`src/common/seq_pkg.sv`:
```
//----------------------------------------------------------
// Sequence number width and wrap-aware age comparison.
// Import into any block that orders instructions by age.
//----------------------------------------------------------

package seq_pkg;

  //----------------------------------------------------------
  // Sequence numbers
  //----------------------------------------------------------

  // Window of 64 instructions in flight
  localparam int SEQ_NUM_BITS = 6;

  //----------------------------------------------------------
  // Age comparison
  //----------------------------------------------------------

  // True when seq_a is older than seq_b
  // Both are measured as a distance from the oldest in flight,
  // so numbers that wrap past the top still order correctly
  function automatic logic seq_is_older(
    input logic [SEQ_NUM_BITS-1:0] seq_a,
    input logic [SEQ_NUM_BITS-1:0] seq_b,
    input logic [SEQ_NUM_BITS-1:0] head
  );
    logic [SEQ_NUM_BITS-1:0] dist_a;
    logic [SEQ_NUM_BITS-1:0] dist_b;
    // Subtraction wraps modulo the window size
    dist_a = seq_a - head;
    dist_b = seq_b - head;
    return (dist_a < dist_b);
  endfunction

endpackage

```
`src/common/squash_pkg.sv`:
```
//----------------------------------------------------------
// Squash notification constants: source count, redirect
// target width and cause codes.
//----------------------------------------------------------

package squash_pkg;

  //----------------------------------------------------------
  // Sources and field widths
  //----------------------------------------------------------

  // Two branch units plus the load-store unit
  localparam int NUM_SQUASH_SRC = 3;

  // Redirect target is a full address
  localparam int TARGET_BITS = 32;

  // Cause field
  localparam int CAUSE_BITS = 2;

  //----------------------------------------------------------
  // Cause codes
  //----------------------------------------------------------

  // Branch misprediction
  localparam logic [CAUSE_BITS-1:0] CAUSE_BRANCH = 2'b01;

  // Memory ordering violation from the load-store unit
  localparam logic [CAUSE_BITS-1:0] CAUSE_MEM_ORDER = 2'b10;

endpackage

```
`src/common/squash_notif_if.sv`:
```
//----------------------------------------------------------
// One squash notification: valid strobe, sequence number,
// redirect target and cause. Publisher drives, subscriber
// samples.
//----------------------------------------------------------

interface squash_notif_if
  import seq_pkg::*, squash_pkg::*;
();

  // Notification counts only while val is high
  logic                    val;
  logic [SEQ_NUM_BITS-1:0] seq_num;
  logic [TARGET_BITS-1:0]  target;
  logic [CAUSE_BITS-1:0]   cause;

  // Source side
  modport pub (
    output val,
    output seq_num,
    output target,
    output cause
  );

  // Consumer side
  modport sub (
    input val,
    input seq_num,
    input target,
    input cause
  );

endinterface

```
`src/squash/squash_arb_chain.sv`:
```
//----------------------------------------------------------
// Combinational chain arbiter. Picks the oldest valid squash
// notification relative to head. Ties go to the lowest
// source index. No state, zero cycles from input to grant.
//----------------------------------------------------------

module squash_arb_chain
  import seq_pkg::*, squash_pkg::*;
(
  //----------------------------------------------------------
  // Notifications from the execution sources
  //----------------------------------------------------------

  squash_notif_if.sub arb [NUM_SQUASH_SRC],

  //----------------------------------------------------------
  // Oldest valid notification
  //----------------------------------------------------------

  squash_notif_if.pub gnt,

  // Oldest uncommitted sequence number, for age compare
  input logic [SEQ_NUM_BITS-1:0] head
);

  //----------------------------------------------------------
  // Chain state
  //----------------------------------------------------------

  // Best candidate carried out of each stage
  logic                    carry_val     [NUM_SQUASH_SRC];
  logic [SEQ_NUM_BITS-1:0] carry_seq_num [NUM_SQUASH_SRC];
  logic [TARGET_BITS-1:0]  carry_target  [NUM_SQUASH_SRC];
  logic [CAUSE_BITS-1:0]   carry_cause   [NUM_SQUASH_SRC];

  // First stage simply takes source 0
  assign carry_val[0]     = arb[0].val;
  assign carry_seq_num[0] = arb[0].seq_num;
  assign carry_target[0]  = arb[0].target;
  assign carry_cause[0]   = arb[0].cause;

  //----------------------------------------------------------
  // Chain stages
  //----------------------------------------------------------

  genvar i;

  generate
    for (i = 1; i < NUM_SQUASH_SRC; i = i + 1) begin : g_stage
      // Stage replaces the carried candidate
      logic take;

      // Strictly older wins, so on equal age the earlier one stays
      assign take = arb[i].val &
                    (!carry_val[i-1] |
                     seq_is_older(arb[i].seq_num, carry_seq_num[i-1], head));

      assign carry_val[i]     = take ? 1'b1           : carry_val[i-1];
      assign carry_seq_num[i] = take ? arb[i].seq_num : carry_seq_num[i-1];
      assign carry_target[i]  = take ? arb[i].target  : carry_target[i-1];
      assign carry_cause[i]   = take ? arb[i].cause   : carry_cause[i-1];
    end
  endgenerate

  //----------------------------------------------------------
  // Grant
  //----------------------------------------------------------

  // Last stage holds the overall winner
  assign gnt.val     = carry_val[NUM_SQUASH_SRC-1];
  assign gnt.seq_num = carry_seq_num[NUM_SQUASH_SRC-1];
  assign gnt.target  = carry_target[NUM_SQUASH_SRC-1];
  assign gnt.cause   = carry_cause[NUM_SQUASH_SRC-1];

endmodule

```
`src/squash/squash_fsm.sv`:
```
//----------------------------------------------------------
// Squash state machine. Registers the granted squash,
// pulses the redirect for one cycle and stays busy until
// the squashing instruction commits. While busy, only an
// older squash is taken.
//----------------------------------------------------------

module squash_fsm
  import seq_pkg::*, squash_pkg::*;
(
  input  logic                    clk,
  input  logic                    reset,

  // Winner from the arbiter
  squash_notif_if.sub             gnt,

  // Oldest uncommitted sequence number
  input  logic [SEQ_NUM_BITS-1:0] head,

  // Commit notifications
  input  logic                    commit_val,
  input  logic [SEQ_NUM_BITS-1:0] commit_seq_num,

  //----------------------------------------------------------
  // Redirect toward the front end
  //----------------------------------------------------------

  output logic                    redirect_val,
  output logic [SEQ_NUM_BITS-1:0] redirect_seq_num,
  output logic [TARGET_BITS-1:0]  redirect_target,
  output logic [CAUSE_BITS-1:0]   redirect_cause,

  // High while a squash is draining
  output logic                    squash_busy
);

  //----------------------------------------------------------
  // State
  //----------------------------------------------------------

  // Low is idle, high is drain
  logic                    draining;

  // Held squash
  logic [SEQ_NUM_BITS-1:0] held_seq_num;
  logic [TARGET_BITS-1:0]  held_target;
  logic [CAUSE_BITS-1:0]   held_cause;

  // Winner taken this cycle
  logic                    accept;

  // Held instruction commits this cycle
  logic                    held_commit;

  //----------------------------------------------------------
  // Acceptance and drain exit
  //----------------------------------------------------------

  // From idle anything goes; in drain only an older squash
  assign accept = gnt.val &
                  (!draining | seq_is_older(gnt.seq_num, held_seq_num, head));

  assign held_commit = draining & commit_val & (commit_seq_num == held_seq_num);

  //----------------------------------------------------------
  // Control registers
  //----------------------------------------------------------

  always_ff @(posedge clk) begin
    if (reset) begin
      draining     <= 1'b0;
      redirect_val <= 1'b0;
    end else begin
      // One redirect pulse per acceptance
      redirect_val <= accept;
      // Acceptance beats a same-cycle commit
      if (accept) begin
        draining <= 1'b1;
      end else if (held_commit) begin
        draining <= 1'b0;
      end
    end
  end

  //----------------------------------------------------------
  // Held payload
  //----------------------------------------------------------

  always_ff @(posedge clk) begin
    if (accept) begin
      held_seq_num <= gnt.seq_num;
      held_target  <= gnt.target;
      held_cause   <= gnt.cause;
    end
  end

  //----------------------------------------------------------
  // Outputs
  //----------------------------------------------------------

  // Payload stays up until the next acceptance
  assign redirect_seq_num = held_seq_num;
  assign redirect_target  = held_target;
  assign redirect_cause   = held_cause;

  // Rises together with the redirect pulse
  assign squash_busy = draining;

endmodule

```
`src/commit_tracker.sv`:
```
//----------------------------------------------------------
// Head pointer for age comparison. Holds the oldest
// uncommitted sequence number, moved past each commit.
//----------------------------------------------------------

module commit_tracker
  import seq_pkg::*;
(
  input  logic                    clk,
  input  logic                    reset,

  // Commit strobe and the committed sequence number
  input  logic                    commit_val,
  input  logic [SEQ_NUM_BITS-1:0] commit_seq_num,

  // Oldest in flight
  output logic [SEQ_NUM_BITS-1:0] head
);

  //----------------------------------------------------------
  // Head register
  //----------------------------------------------------------

  // Next instruction after the one that just committed
  logic [SEQ_NUM_BITS-1:0] next_head;

  // Wraps at the top of the window
  assign next_head = commit_seq_num + 1'b1;

  always_ff @(posedge clk) begin
    if (reset) begin
      head <= '0;
    end else if (commit_val) begin
      head <= next_head;
    end
  end

endmodule

```
`src/squash_unit.sv`:
```
//----------------------------------------------------------
// Squash unit top level. Bundles each source into a
// notification interface and wires the head tracker, the
// oldest-first arbiter and the squash state machine.
//----------------------------------------------------------

module squash_unit
  import seq_pkg::*, squash_pkg::*;
(
  input  logic                    clk,
  input  logic                    reset,

  //----------------------------------------------------------
  // Squash sources
  //----------------------------------------------------------

  input  logic                    src_val     [NUM_SQUASH_SRC],
  input  logic [SEQ_NUM_BITS-1:0] src_seq_num [NUM_SQUASH_SRC],
  input  logic [TARGET_BITS-1:0]  src_target  [NUM_SQUASH_SRC],
  input  logic [CAUSE_BITS-1:0]   src_cause   [NUM_SQUASH_SRC],

  // Commit notifications
  input  logic                    commit_val,
  input  logic [SEQ_NUM_BITS-1:0] commit_seq_num,

  //----------------------------------------------------------
  // Redirect and status
  //----------------------------------------------------------

  output logic                    redirect_val,
  output logic [SEQ_NUM_BITS-1:0] redirect_seq_num,
  output logic [TARGET_BITS-1:0]  redirect_target,
  output logic [CAUSE_BITS-1:0]   redirect_cause,
  output logic                    squash_busy
);

  // Oldest uncommitted sequence number
  logic [SEQ_NUM_BITS-1:0] head;

  // One bundle per source, one for the winner
  squash_notif_if src_if [NUM_SQUASH_SRC] ();
  squash_notif_if gnt_if ();

  //----------------------------------------------------------
  // Source bundling
  //----------------------------------------------------------

  genvar g;

  generate
    for (g = 0; g < NUM_SQUASH_SRC; g = g + 1) begin : g_src
      assign src_if[g].val     = src_val[g];
      assign src_if[g].seq_num = src_seq_num[g];
      assign src_if[g].target  = src_target[g];
      assign src_if[g].cause   = src_cause[g];
    end
  endgenerate

  //----------------------------------------------------------
  // Blocks
  //----------------------------------------------------------

  commit_tracker i_commit_tracker (
    .clk            (clk),
    .reset          (reset),
    .commit_val     (commit_val),
    .commit_seq_num (commit_seq_num),
    .head           (head)
  );

  squash_arb_chain i_squash_arb_chain (
    .arb  (src_if),
    .gnt  (gnt_if),
    .head (head)
  );

  squash_fsm i_squash_fsm (
    .clk              (clk),
    .reset            (reset),
    .gnt              (gnt_if),
    .head             (head),
    .commit_val       (commit_val),
    .commit_seq_num   (commit_seq_num),
    .redirect_val     (redirect_val),
    .redirect_seq_num (redirect_seq_num),
    .redirect_target  (redirect_target),
    .redirect_cause   (redirect_cause),
    .squash_busy      (squash_busy)
  );

endmodule

```
`config.mk`:
```
export PLATFORM = sky130hd
export DESIGN_NAME = squash_unit
export DESIGN_NICKNAME = d
export VERILOG_FILES = /design/src/common/seq_pkg.sv /design/src/common/squash_pkg.sv /design/src/common/squash_notif_if.sv /design/src/squash/squash_arb_chain.sv /design/src/squash/squash_fsm.sv /design/src/commit_tracker.sv /design/src/squash_unit.sv
export SDC_FILE = /design/constraint.sdc
export NUM_CORES = 1
export LEC_CHECK = 0
export BUFFER_PORTS_ARGS = -buffer_cell sky130_fd_sc_hd__clkbuf_2
export CAP_MARGIN = 20
export CELL_PAD_IN_SITES_DETAIL_PLACEMENT = 1
export CELL_PAD_IN_SITES_GLOBAL_PLACEMENT = 2
export CORE_UTILIZATION = 29
export CTS_CLUSTER_SIZE = 20
export DETAILED_ROUTE_END_ITERATION = 7
export MAX_ROUTING_LAYER = met4
export PLACE_DENSITY_LB_ADDON = 0.1
export SETUP_SLACK_MARGIN = 0.05
export SLEW_MARGIN = 20
export SYNTH_ARGS = -nofsm -noshare
export SYNTH_HDL_FRONTEND = slang
export SYNTH_HIERARCHICAL = 1
export SYNTH_SLANG_ARGS = --single-unit
```
`constraint.sdc`:
```
create_clock -name clk -period 11.15 [get_ports clk]
set_input_delay 1.6725 -clock clk [delete_from_list [all_inputs] [get_ports clk]]
set_output_delay 1.6725 -clock clk [all_outputs]
set_load 0.005 [all_outputs]
```
# == Yosys cells after proc, flatten, opt, wreduce, memory -nomap -nowiden ==
# Cells that the tools add are included.
# Widths: inputs -> output; s select.
# word_totals
memories,0
ram_bits,0
elab_cells,39
register_bits,48
mem_bits_ro,0
latch_bits,0
# classes
div_mod_pow,0
n_mux,10
n_bitwise,8
add_sub_neg,7
order_cmp,3
n_shift,0
reduce_logical,4
n_mul,0
eq_ne,1
# ops
cell,n
$mux 32,2
$sub 6x6->6,6
$lt 6x6->1,3
$mux 6,2
$add 6x1->6 const B,1
$eq 6x6->1,1
$and 1x1->1,5
$mux 1,4
$mux 2,2
$logic_not 1->1,3
$or 1x1->1,3
$reduce_bool 2->1,1

# == Longest topological paths before layout ==
# Gate-level depths: netlist of the first run.
# logic_depth
ltp_word,15
ltp_mapped,41
mapped_depth_nobuf,39

# == By module ==
# Netlist of the first run, hierarchy kept.
# modules_own_cells
module,cells_each,area_per_inst_um2,instances
squash_arb_chain,243,1948.1,1
squash_fsm,121,1875.5,1
commit_tracker,28,264.0,1

# == Worst setup path before layout of the first run ==
# No wires, ideal clock.
# synth_path
kind,input-to-reg
start,in src_seq_num[7] (netlist name)
end,"reg i_squash_fsm.held_cause[0] (netlist: i_squash_fsm/redirect_cause[0]), enable pin"
n_path_buf,2
stages,31
arrival_ns,9.606
path_slack_ns,1.080
t_required_ns,10.686
cell_sequence,ha_1 -> a21o_1 -> a21o_1 -> a21o_1 -> a21oi_1 -> xnor2_1 -> ha_1 -> nand3_1 -> o311ai_4 -> buf_6 -> mux2i_1 -> inv_1 -> ha_1 -> a21oi_1 -> o21ai_0 -> a21o_1 -> a21oi_1 -> xor3_1 -> ha_1 -> a31o_1 -> buf_6 -> a21oi_1 -> ha_1 -> nor2b_1 -> o21a_1 -> o2111a_1 -> a211o_1 -> ha_1 -> a21oi_1 -> o21ai_0 -> a41oi_1
# synth_between
elab_chain_cells,14
# synth_rtl
item,line_no,rtl
from (decl),squash_unit.sv:18,"input logic [SEQ_NUM_BITS-1:0] src_seq_num [NUM_SQUASH_SRC],"
$sub 6x6->6,seq_pkg.sv:30,dist_a = seq_a - head;
$lt 6x6->1,seq_pkg.sv:32,return (dist_a < dist_b);
$or 1x1->1,squash_arb_chain.sv:55,(!carry_val[i-1] |
$and 1x1->1,squash_arb_chain.sv:54,assign take = arb[i].val &
$mux 6,squash_arb_chain.sv:59,assign carry_seq_num[i] = take ? arb[i].seq_num : carry_seq_num[i-1];
$sub 6x6->6,seq_pkg.sv:31,dist_b = seq_b - head;
$lt 6x6->1,seq_pkg.sv:32,
$or 1x1->1,squash_arb_chain.sv:55,
$and 1x1->1,squash_arb_chain.sv:54,
$mux 6 (*),squash_arb_chain.sv:59,
via gnt_if.seq_num[1],squash_notif_if.sv:13,logic [SEQ_NUM_BITS-1:0] seq_num;
$sub 6x6->6 (*),seq_pkg.sv:30,
$lt 6x6->1 (*),seq_pkg.sv:32,
$or 1x1->1 (*),squash_fsm.sv:61,"(!draining | seq_is_older(gnt.seq_num, held_seq_num, head));"
$and 1x1->1 (*),squash_fsm.sv:60,assign accept = gnt.val &
via i_squash_fsm.accept,squash_fsm.sv:50,logic accept;
to (signal assigned),squash_fsm.sv:93,held_cause <= gnt.cause;
to (decl),squash_fsm.sv:47,logic [CAUSE_BITS-1:0] held_cause;
# Mark *: on every way through the listed nets, which the timed path passes. The rest lies on a longest branch.
# A chain may end at the register's enable or synchronous reset.

# == Worst setup path in the final report of the first run ==
# layout_path
start,in src_seq_num[13] (netlist name)
end,"reg i_squash_fsm.held_target[16] (netlist: i_squash_fsm/redirect_target[16]), enable pin"
# layout_between
elab_chain_cells,14
# layout_rtl
item,line_no,rtl
$sub 6x6->6,seq_pkg.sv:31,
$lt 6x6->1,seq_pkg.sv:32,
$or 1x1->1,squash_arb_chain.sv:55,
$and 1x1->1,squash_arb_chain.sv:54,
$mux 6,squash_arb_chain.sv:59,
$sub 6x6->6,seq_pkg.sv:31,
$lt 6x6->1,seq_pkg.sv:32,
$or 1x1->1,squash_arb_chain.sv:55,
$and 1x1->1,squash_arb_chain.sv:54,
$mux 6 (*),squash_arb_chain.sv:59,
via gnt_if.seq_num[1],squash_notif_if.sv:13,
$sub 6x6->6 (*),seq_pkg.sv:30,
$lt 6x6->1 (*),seq_pkg.sv:32,
$or 1x1->1 (*),squash_fsm.sv:61,
$and 1x1->1 (*),squash_fsm.sv:60,
via i_squash_fsm.accept,squash_fsm.sv:50,
to (signal assigned),squash_fsm.sv:92,held_target <= gnt.target;
to (decl),squash_fsm.sv:46,logic [TARGET_BITS-1:0] held_target;
# Marks and branches as above.

==> results of run 1 <==
[worst min-delay path by stage]
| stage | startpoint | endpoint | slack (ns) | depth (start not counted) |
|---|---|---|---|---|
| floorplan | i_commit_tracker/head[2] | i_commit_tracker/head[2] | 0.47 | 2 |
| global placement | i_commit_tracker/head[2] | i_commit_tracker/head[2] | 0.52 | 2 |
| detailed placement | i_commit_tracker/head[2] | i_commit_tracker/head[2] | 0.53 | 2 |
| CTS | i_commit_tracker/head[2] | i_commit_tracker/head[2] | 0.55 | 2 |
| global route | i_commit_tracker/head[3] | i_commit_tracker/head[3] | 0.57 | 2 |
| finish | i_commit_tracker/head[2] | i_commit_tracker/head[2] | 0.53 | 2 |
[worst register-to-register path: cells and delay by family (launching register included)]
family,cells,cell delay (ns)
xor+xnor,2,0.18
buf+inv,3,1.26
simple gates,3,0.34
flops,1,0.41
mux,1,0.43
fa+ha+maj,6,1.93
compound gates,16,3.80
[area by class of cell]
type                            count  area (sq um)  area share (%)
Clock buffer                        5           125            2.37
Clock inverter                      3          46.3           0.877
Inverter                           26          97.6            1.85
Multi-Input combinational cell    305          2530            48.0
Sequential cell                    48          1360            25.8
Tap cell                          180           225            4.27
Timing Repair Buffer              176           888            16.8
[cell usage after synthesis (4+ instances only)]
library cell  instances  area (sq um)
a211oi_1              4          30.0
nor2_1               12          45.0
edfxtp_1             40          1200
ha_1                 46           576
nand3_1               4          20.0
o21ai_2              14           123
mux2i_1              38           380
inv_1                26          97.6
xor2_1               17           149
o21ai_0              13          65.1
fa_1                  6           120
o21ai_1              17          85.1
dfxtp_1               8           160
a21oi_1              17          85.1
a21o_1               15           113
nand2_1              38           143
xnor2_1              17           149
[power groups by stage]
stage	combinational, uW	sequential, uW	clock [uW]
2_1_floorplan	423	398	0
3_3_place_gp	662	384	0
3_5_place_dp	678	386	0
6_report	667	379	175
5_1_grt	754	390	188
4_1_cts	681	383	181
[metal layers]
layer / up-vias / wire (um)
met5: - / 0
met4: 0 / 91
met3: 7 / 604
met2: 109 / 5640
met1: 1634 / 5540
li1: 1769 / -
[registers in the layout (all words and copies together) (netlist names)]
signal                         count
i_squash_fsm/redirect_val          1
i_squash_fsm/redirect_target      32
i_squash_fsm/redirect_seq_num      6
i_commit_tracker/head              6
i_squash_fsm/redirect_cause        2
i_squash_fsm/squash_busy           1
[logic make-up (layout without fill, tap and decap cells)]
logic type	after synthesis	count (layout)	share of synthesized area, %
XOR/XNOR	35	35	7.87
AND/OR/NAND/NOR	74	74	8.23
adder cells (fa/ha/maj)	52	52	17.0
multiplexers	44	44	11.1
AO/OA/AOI/OAI	100	100	17.1
flip-flops	48	48	33.3
buffers and inverters	39	210	5.36
[stage by stage]
step	instances	hold WS (ns)	setup slack, ns
after floorplan	392	0.470	1.08
after global placement	735	0.520	1.58
after detailed placement	735	0.533	1.27
after CTS	743	0.545	1.57
after global routing	743	0.570	1.06
final	743	0.531	1.63
==> results.ini, run 1 <==
[die]
core-area_sq_um=13800
num_rows=43
die_h_um=121
dieWidth_um=121
io_pins=174
initial_utilization_pct=29.6
die-area_sq_um=14600

[sta]
slew_violations=0
setup_tns_ns=0
fmax_ghz=0.105
post-route-min-period_ns=9.52
final_hold_viol_count=0
relSlewSlack_pct=51.3
rsz0062_at_grt=no
setup_viol=0
clock_skew_ns=0.00640
fin_crit_sh_pct=85.4
tightest_slew_ns=0.731

[power]
p_leak_uw=0.00257
powerDensity_nw_per_um2=231
power_switching_share_pct=40.8
p_int_uw=723
seqPwrFrac_pct=31.1
power.total_uw=1220
switchingPower_uw=498
irDropWorstVdd_v=0.0000957
pwr-share-clk_pct=14.3
combPwrFrac_pct=54.6

[grt]
grt.busiest_layer=met2
antenna_found_initial=0
grt_pass1_vias=3667
grt_overflow=0
track_usage_pct=17.1
grt_pass1_wl_mm=18.9
use_met3_pct=2.83
grt_start_max_net_pins=69
gr-usage-met1_pct=21.8
grt.met2_usage_pct=28.8

[worst_hold_path]
hold_path.class=register to register

[synthesis]
syn-mean-instance-area_sq_um=10.4
synth_cells=392
synth_seq_cells=48
yosysSeqAreaShare_pct=33.3
ys_types=53
synthArstFlopShare_pct=0
yosys_warnings=6
synth_edf_count=40
syn_nets=576
syn-cell-area_sq_um=4090
synthFlopType=edfxtp_1

[clock_tree]
cts_repair_resize_count=0
cts.repair_timing.setup_buffer_count=0
clk_pin_slew_ns=0.07
ctsHoldBuffers=0
cts.sinks=48
cts_tree=yes
numCtsBuffers=5
h-tree-depth=2
root_buffer=clkbuf_16
clk_path_buf_depth=2
clk_latency_ns=0.29

[worst_setup_path]
cp-end-kind=register
cp.required_ns=11.09
slowest_delay_ns=0.58
cp_max_fo=37
startpoint=src_seq_num[13]
r2r_start=i_commit_tracker/head[1]
cp_num_buf_inv=3
path_class=input pin to register
startpoint_type=input pin
cp_top_family=compound AO/OA/AOI/OAI gates
crit_end=i_squash_fsm/redirect_target[16]
critical_path_arrival_ns=9.46
cpMostUsedCell=ha_1
r2r_end=i_squash_fsm/redirect_target[16]
critPathSlowestCell=buf_4
r2r_cells=31
reg2reg_slack_ns=2.44
worst-path-stages=31

[drt]
finalWirelength_mm=11.9
dr_total_vias=3519
drc=0
routedWlPerCell_um=16.0
drt_iter0_drc=112
first_pass_iters=4
antenna_left=0
via_per_inst=4.74

[finish]
num_antenna_cells=0
mostFrequentLayoutCells=173 x clkbuf_2, 46 x ha_1, 40 x edfxtp_1
area_growth_pct=29.1
finalNetCount=746
final_cell_area_sq_um=5280
final_common_cell=clkbuf_2
final_util_pct=38.2
fillers=1610
final_layout_size_suffix_gt1_share_pct=37.7

[run]
drv_cap=0

[place]
dpl.hpwl_mm=10.1
port_buffers=173
place.gp.congestion=0.826
placed_cell_area_sq_um=5110

[status]
status=finished clean

Note: power is estimated with default switching activity, not from simulation.
==> inputs of run 2 (changes only) <==
--- a/config.mk
+++ b/config.mk
@@ -9,6 +9,7 @@
 export CAP_MARGIN = 20
 export CELL_PAD_IN_SITES_DETAIL_PLACEMENT = 1
 export CELL_PAD_IN_SITES_GLOBAL_PLACEMENT = 2
+export CORE_MARGIN = 2
 export CORE_UTILIZATION = 29
 export CTS_CLUSTER_SIZE = 20
 export DETAILED_ROUTE_END_ITERATION = 7
==> run 2 against run 1 <==
Effect of this change: highest routed layer unchanged; worst setup slack gained 0.060 ns; sequential cell count did not move; worst hold slack got worse by 0.020 ns; global-route usage about the same; first-iteration DRC count grew 16%.
==> results.ini, run 2 (synthesis gave the netlist of run 1 again) <==
[status]
status=finished clean

[finish]
largest_reg_flops=32  ; unchanged
ff_latch_area_sq_um=1360  ; unchanged
num_antenna_cells=0  ; unchanged
area_growth_pct=28.5
fillers=1637  ; +1.7%
finalNetCount=746  ; unchanged
final_common_cell=clkbuf_2
multi_input_comb_area_sq_um=2530  ; unchanged
mostFrequentLayoutCells=173 x clkbuf_2, 46 x ha_1, 40 x edfxtp_1
final_layout_size_suffix_gt1_share_pct=37.7  ; unchanged

[grt]
grt_pass1_vias=3690  ; +0.63%
use_met3_pct=3.21  ; +0.38 points
grt.busiest_layer=met2
gr-usage-met1_pct=21.2  ; -0.54 points
antenna_found_initial=0  ; unchanged
grt_overflow=0  ; unchanged
grt_start_max_net_pins=69  ; unchanged
grt.met2_usage_pct=28.5  ; -0.29 points
track_usage_pct=17.1  ; -0.039 points
grt_pass1_wl_mm=19.3  ; +2.1%

[sta]
tightest_slew_ns=0.725  ; -0.00560 ns
fin_crit_sh_pct=84.9  ; -0.54 points
setup_viol=0  ; unchanged
clock_skew_ns=0.00914  ; +0.00273 ns
final_hold_viol_count=0  ; unchanged
fmax_ghz=0.106  ; +0.63%
post-route-min-period_ns=9.46  ; -0.0599 ns
holdWs_ns=0.511  ; -0.0201 ns
relSlewSlack_pct=51.7  ; +0.37 points
slew_violations=0  ; unchanged
setup_tns_ns=0  ; unchanged
rsz0062_at_grt=no

[die]
die_h_um=123  ; +1.7%
core-area_sq_um=13800  ; unchanged
num_rows=43  ; unchanged
dieWidth_um=123  ; +1.7%
io_pins=174  ; unchanged
die-area_sq_um=15100  ; +3.3%
initial_utilization_pct=29.6  ; unchanged

[clock_tree]
h-tree-depth=2  ; unchanged
cts.sinks=48  ; unchanged
cts_tree=yes
numCtsBuffers=5  ; unchanged
ctsHoldBuffers=0  ; unchanged
root_buffer=clkbuf_16
clk_path_buf_depth=2  ; unchanged
clk_pin_slew_ns=0.07  ; about the same
cts_repair_resize_count=0  ; unchanged
cts.repair_timing.setup_buffer_count=0  ; unchanged
clk_latency_ns=0.29  ; about the same

[worst_setup_path]
cp_max_fo=39  ; +5.4%
r2r_cells=31  ; unchanged
path_class=input pin to register
r2r_start=i_commit_tracker/head[1]
startpoint=src_seq_num[7]
reg2reg_slack_ns=2.48  ; +0.04 ns
critPathSlowestCell=buf_4
slowest_delay_ns=0.58  ; about the same
startpoint_type=input pin
cpMostUsedCell=ha_1
r2r_end=i_squash_fsm/redirect_target[13]
critical_path_arrival_ns=9.39  ; -0.07 ns
cp-end-kind=register
cp.required_ns=11.08  ; about the same

[place]
dpl.hpwl_mm=10.7  ; +6.3%
port_buffers=173  ; unchanged
place.gp.congestion=0.848  ; +2.6%

[power]
combPwrFrac_pct=55.5  ; +0.9 points
seqPwrFrac_pct=32.0  ; +0.9 points
powerDensity_nw_per_um2=230  ; -0.75%
p_leak_uw=0.00256  ; -0.27%
irDropWorstVdd_v=0.0000974  ; +1.8%
p_int_uw=701  ; -3.1%
switchingPower_uw=504  ; +1.3%
power_switching_share_pct=41.8  ; +1.1 points
pwr-share-clk_pct=12.5  ; -1.8 points

[drt]
drt_iter0_drc=130  ; +16%
finalWirelength_mm=12.6  ; +5.8%
routedWlPerCell_um=16.9  ; +5.8%
dr_total_vias=3491  ; -0.80%
first_pass_iters=4  ; unchanged
via_per_inst=4.70  ; -0.80%
antenna_left=0  ; unchanged
drc=0  ; unchanged

[worst_hold_path]
whs_endpoint=i_commit_tracker/head[3]
hold_depth=2  ; unchanged
hp-start=i_commit_tracker/head[3]
hold_path.class=register to register

[run]
drv_cap=0  ; unchanged

[run 2: changes by cell type in the layout (fill, tap and decap cells not counted)]
cell,before,now
inv_6,1,0
clkinv_2,0,2
clkinv_4,0,1
bufinv_16,1,0
clkinvlp_4,1,0
[run 2: how the worst max path moves through the flow]
stage	endpoint	slack (ns)	cells past startpoint
floorplan	i_squash_fsm/redirect_cause[0]	1.08	31
CTS	i_squash_fsm/redirect_target[13]	1.63	31
global route	i_squash_fsm/redirect_target[13]	1.07	32
global placement	i_squash_fsm/redirect_target[3]	1.61	32
finish	i_squash_fsm/redirect_target[13]	1.69	31
detailed placement	i_squash_fsm/redirect_target[10]	1.35	31
[run 2: layer usage]
| layer | routed length, um | vias to the layer above | share of wire (%) |
|---|---|---|---|
| met5 | 0 | - | 0 |
| met2 | 5770 | 116 | 46 |
| met1 | 5760 | 1607 | 46 |
| li1 | - | 1757 | - |
| met3 | 850 | 11 | 6.8 |
| met4 | 180 | 0 | 1.4 |
[run 2: worst max-delay path, delay by kind of cell]
kind / cells / cell delay (ns)
xor gates and xnor gates: 2 / 0.33
adders and majority gates: 6 / 1.96
buffers and inverters: 4 / 1.26
and+or+nand+nor: 2 / 0.29
AOI/OAI and AO/OA: 15 / 3.08
muxes: 2 / 0.78
[run 2: final cells by class]
class,instances,area share [%]
clock buffer,5,2.38
clock inverter,3,0.357
inverter,26,1.86
multi-input combinational,305,48.3
sequential,48,25.9
tap,180,4.29
timing repair buffer,176,16.9
[run 2: through the flow]
stage	instance area, sq um	total power [uW]	instances	utilization (%)	setup WS [ns]
after floorplan	4090	821	392	-	1.08
after global placement	5110	1060	735	36.9	1.61
after detailed placement	5110	1070	735	36.9	1.35
after CTS	5250	1230	743	38.0	1.63
after global routing	5250	1320	743	38.0	1.07
final	5250	1210	743	38.0	1.69
[run 2: power by group through the flow]
| stage | registers, uW | logic, uW | clock network [uW] |
|---|---|---|---|
| final | 385 | 669 | 151 |
| after global routing | 395 | 758 | 162 |
| after CTS | 388 | 687 | 156 |
| after detailed placement | 390 | 682 | 0 |
| after global placement | 390 | 667 | 0 |
| after floorplan | 398 | 423 | 0 |
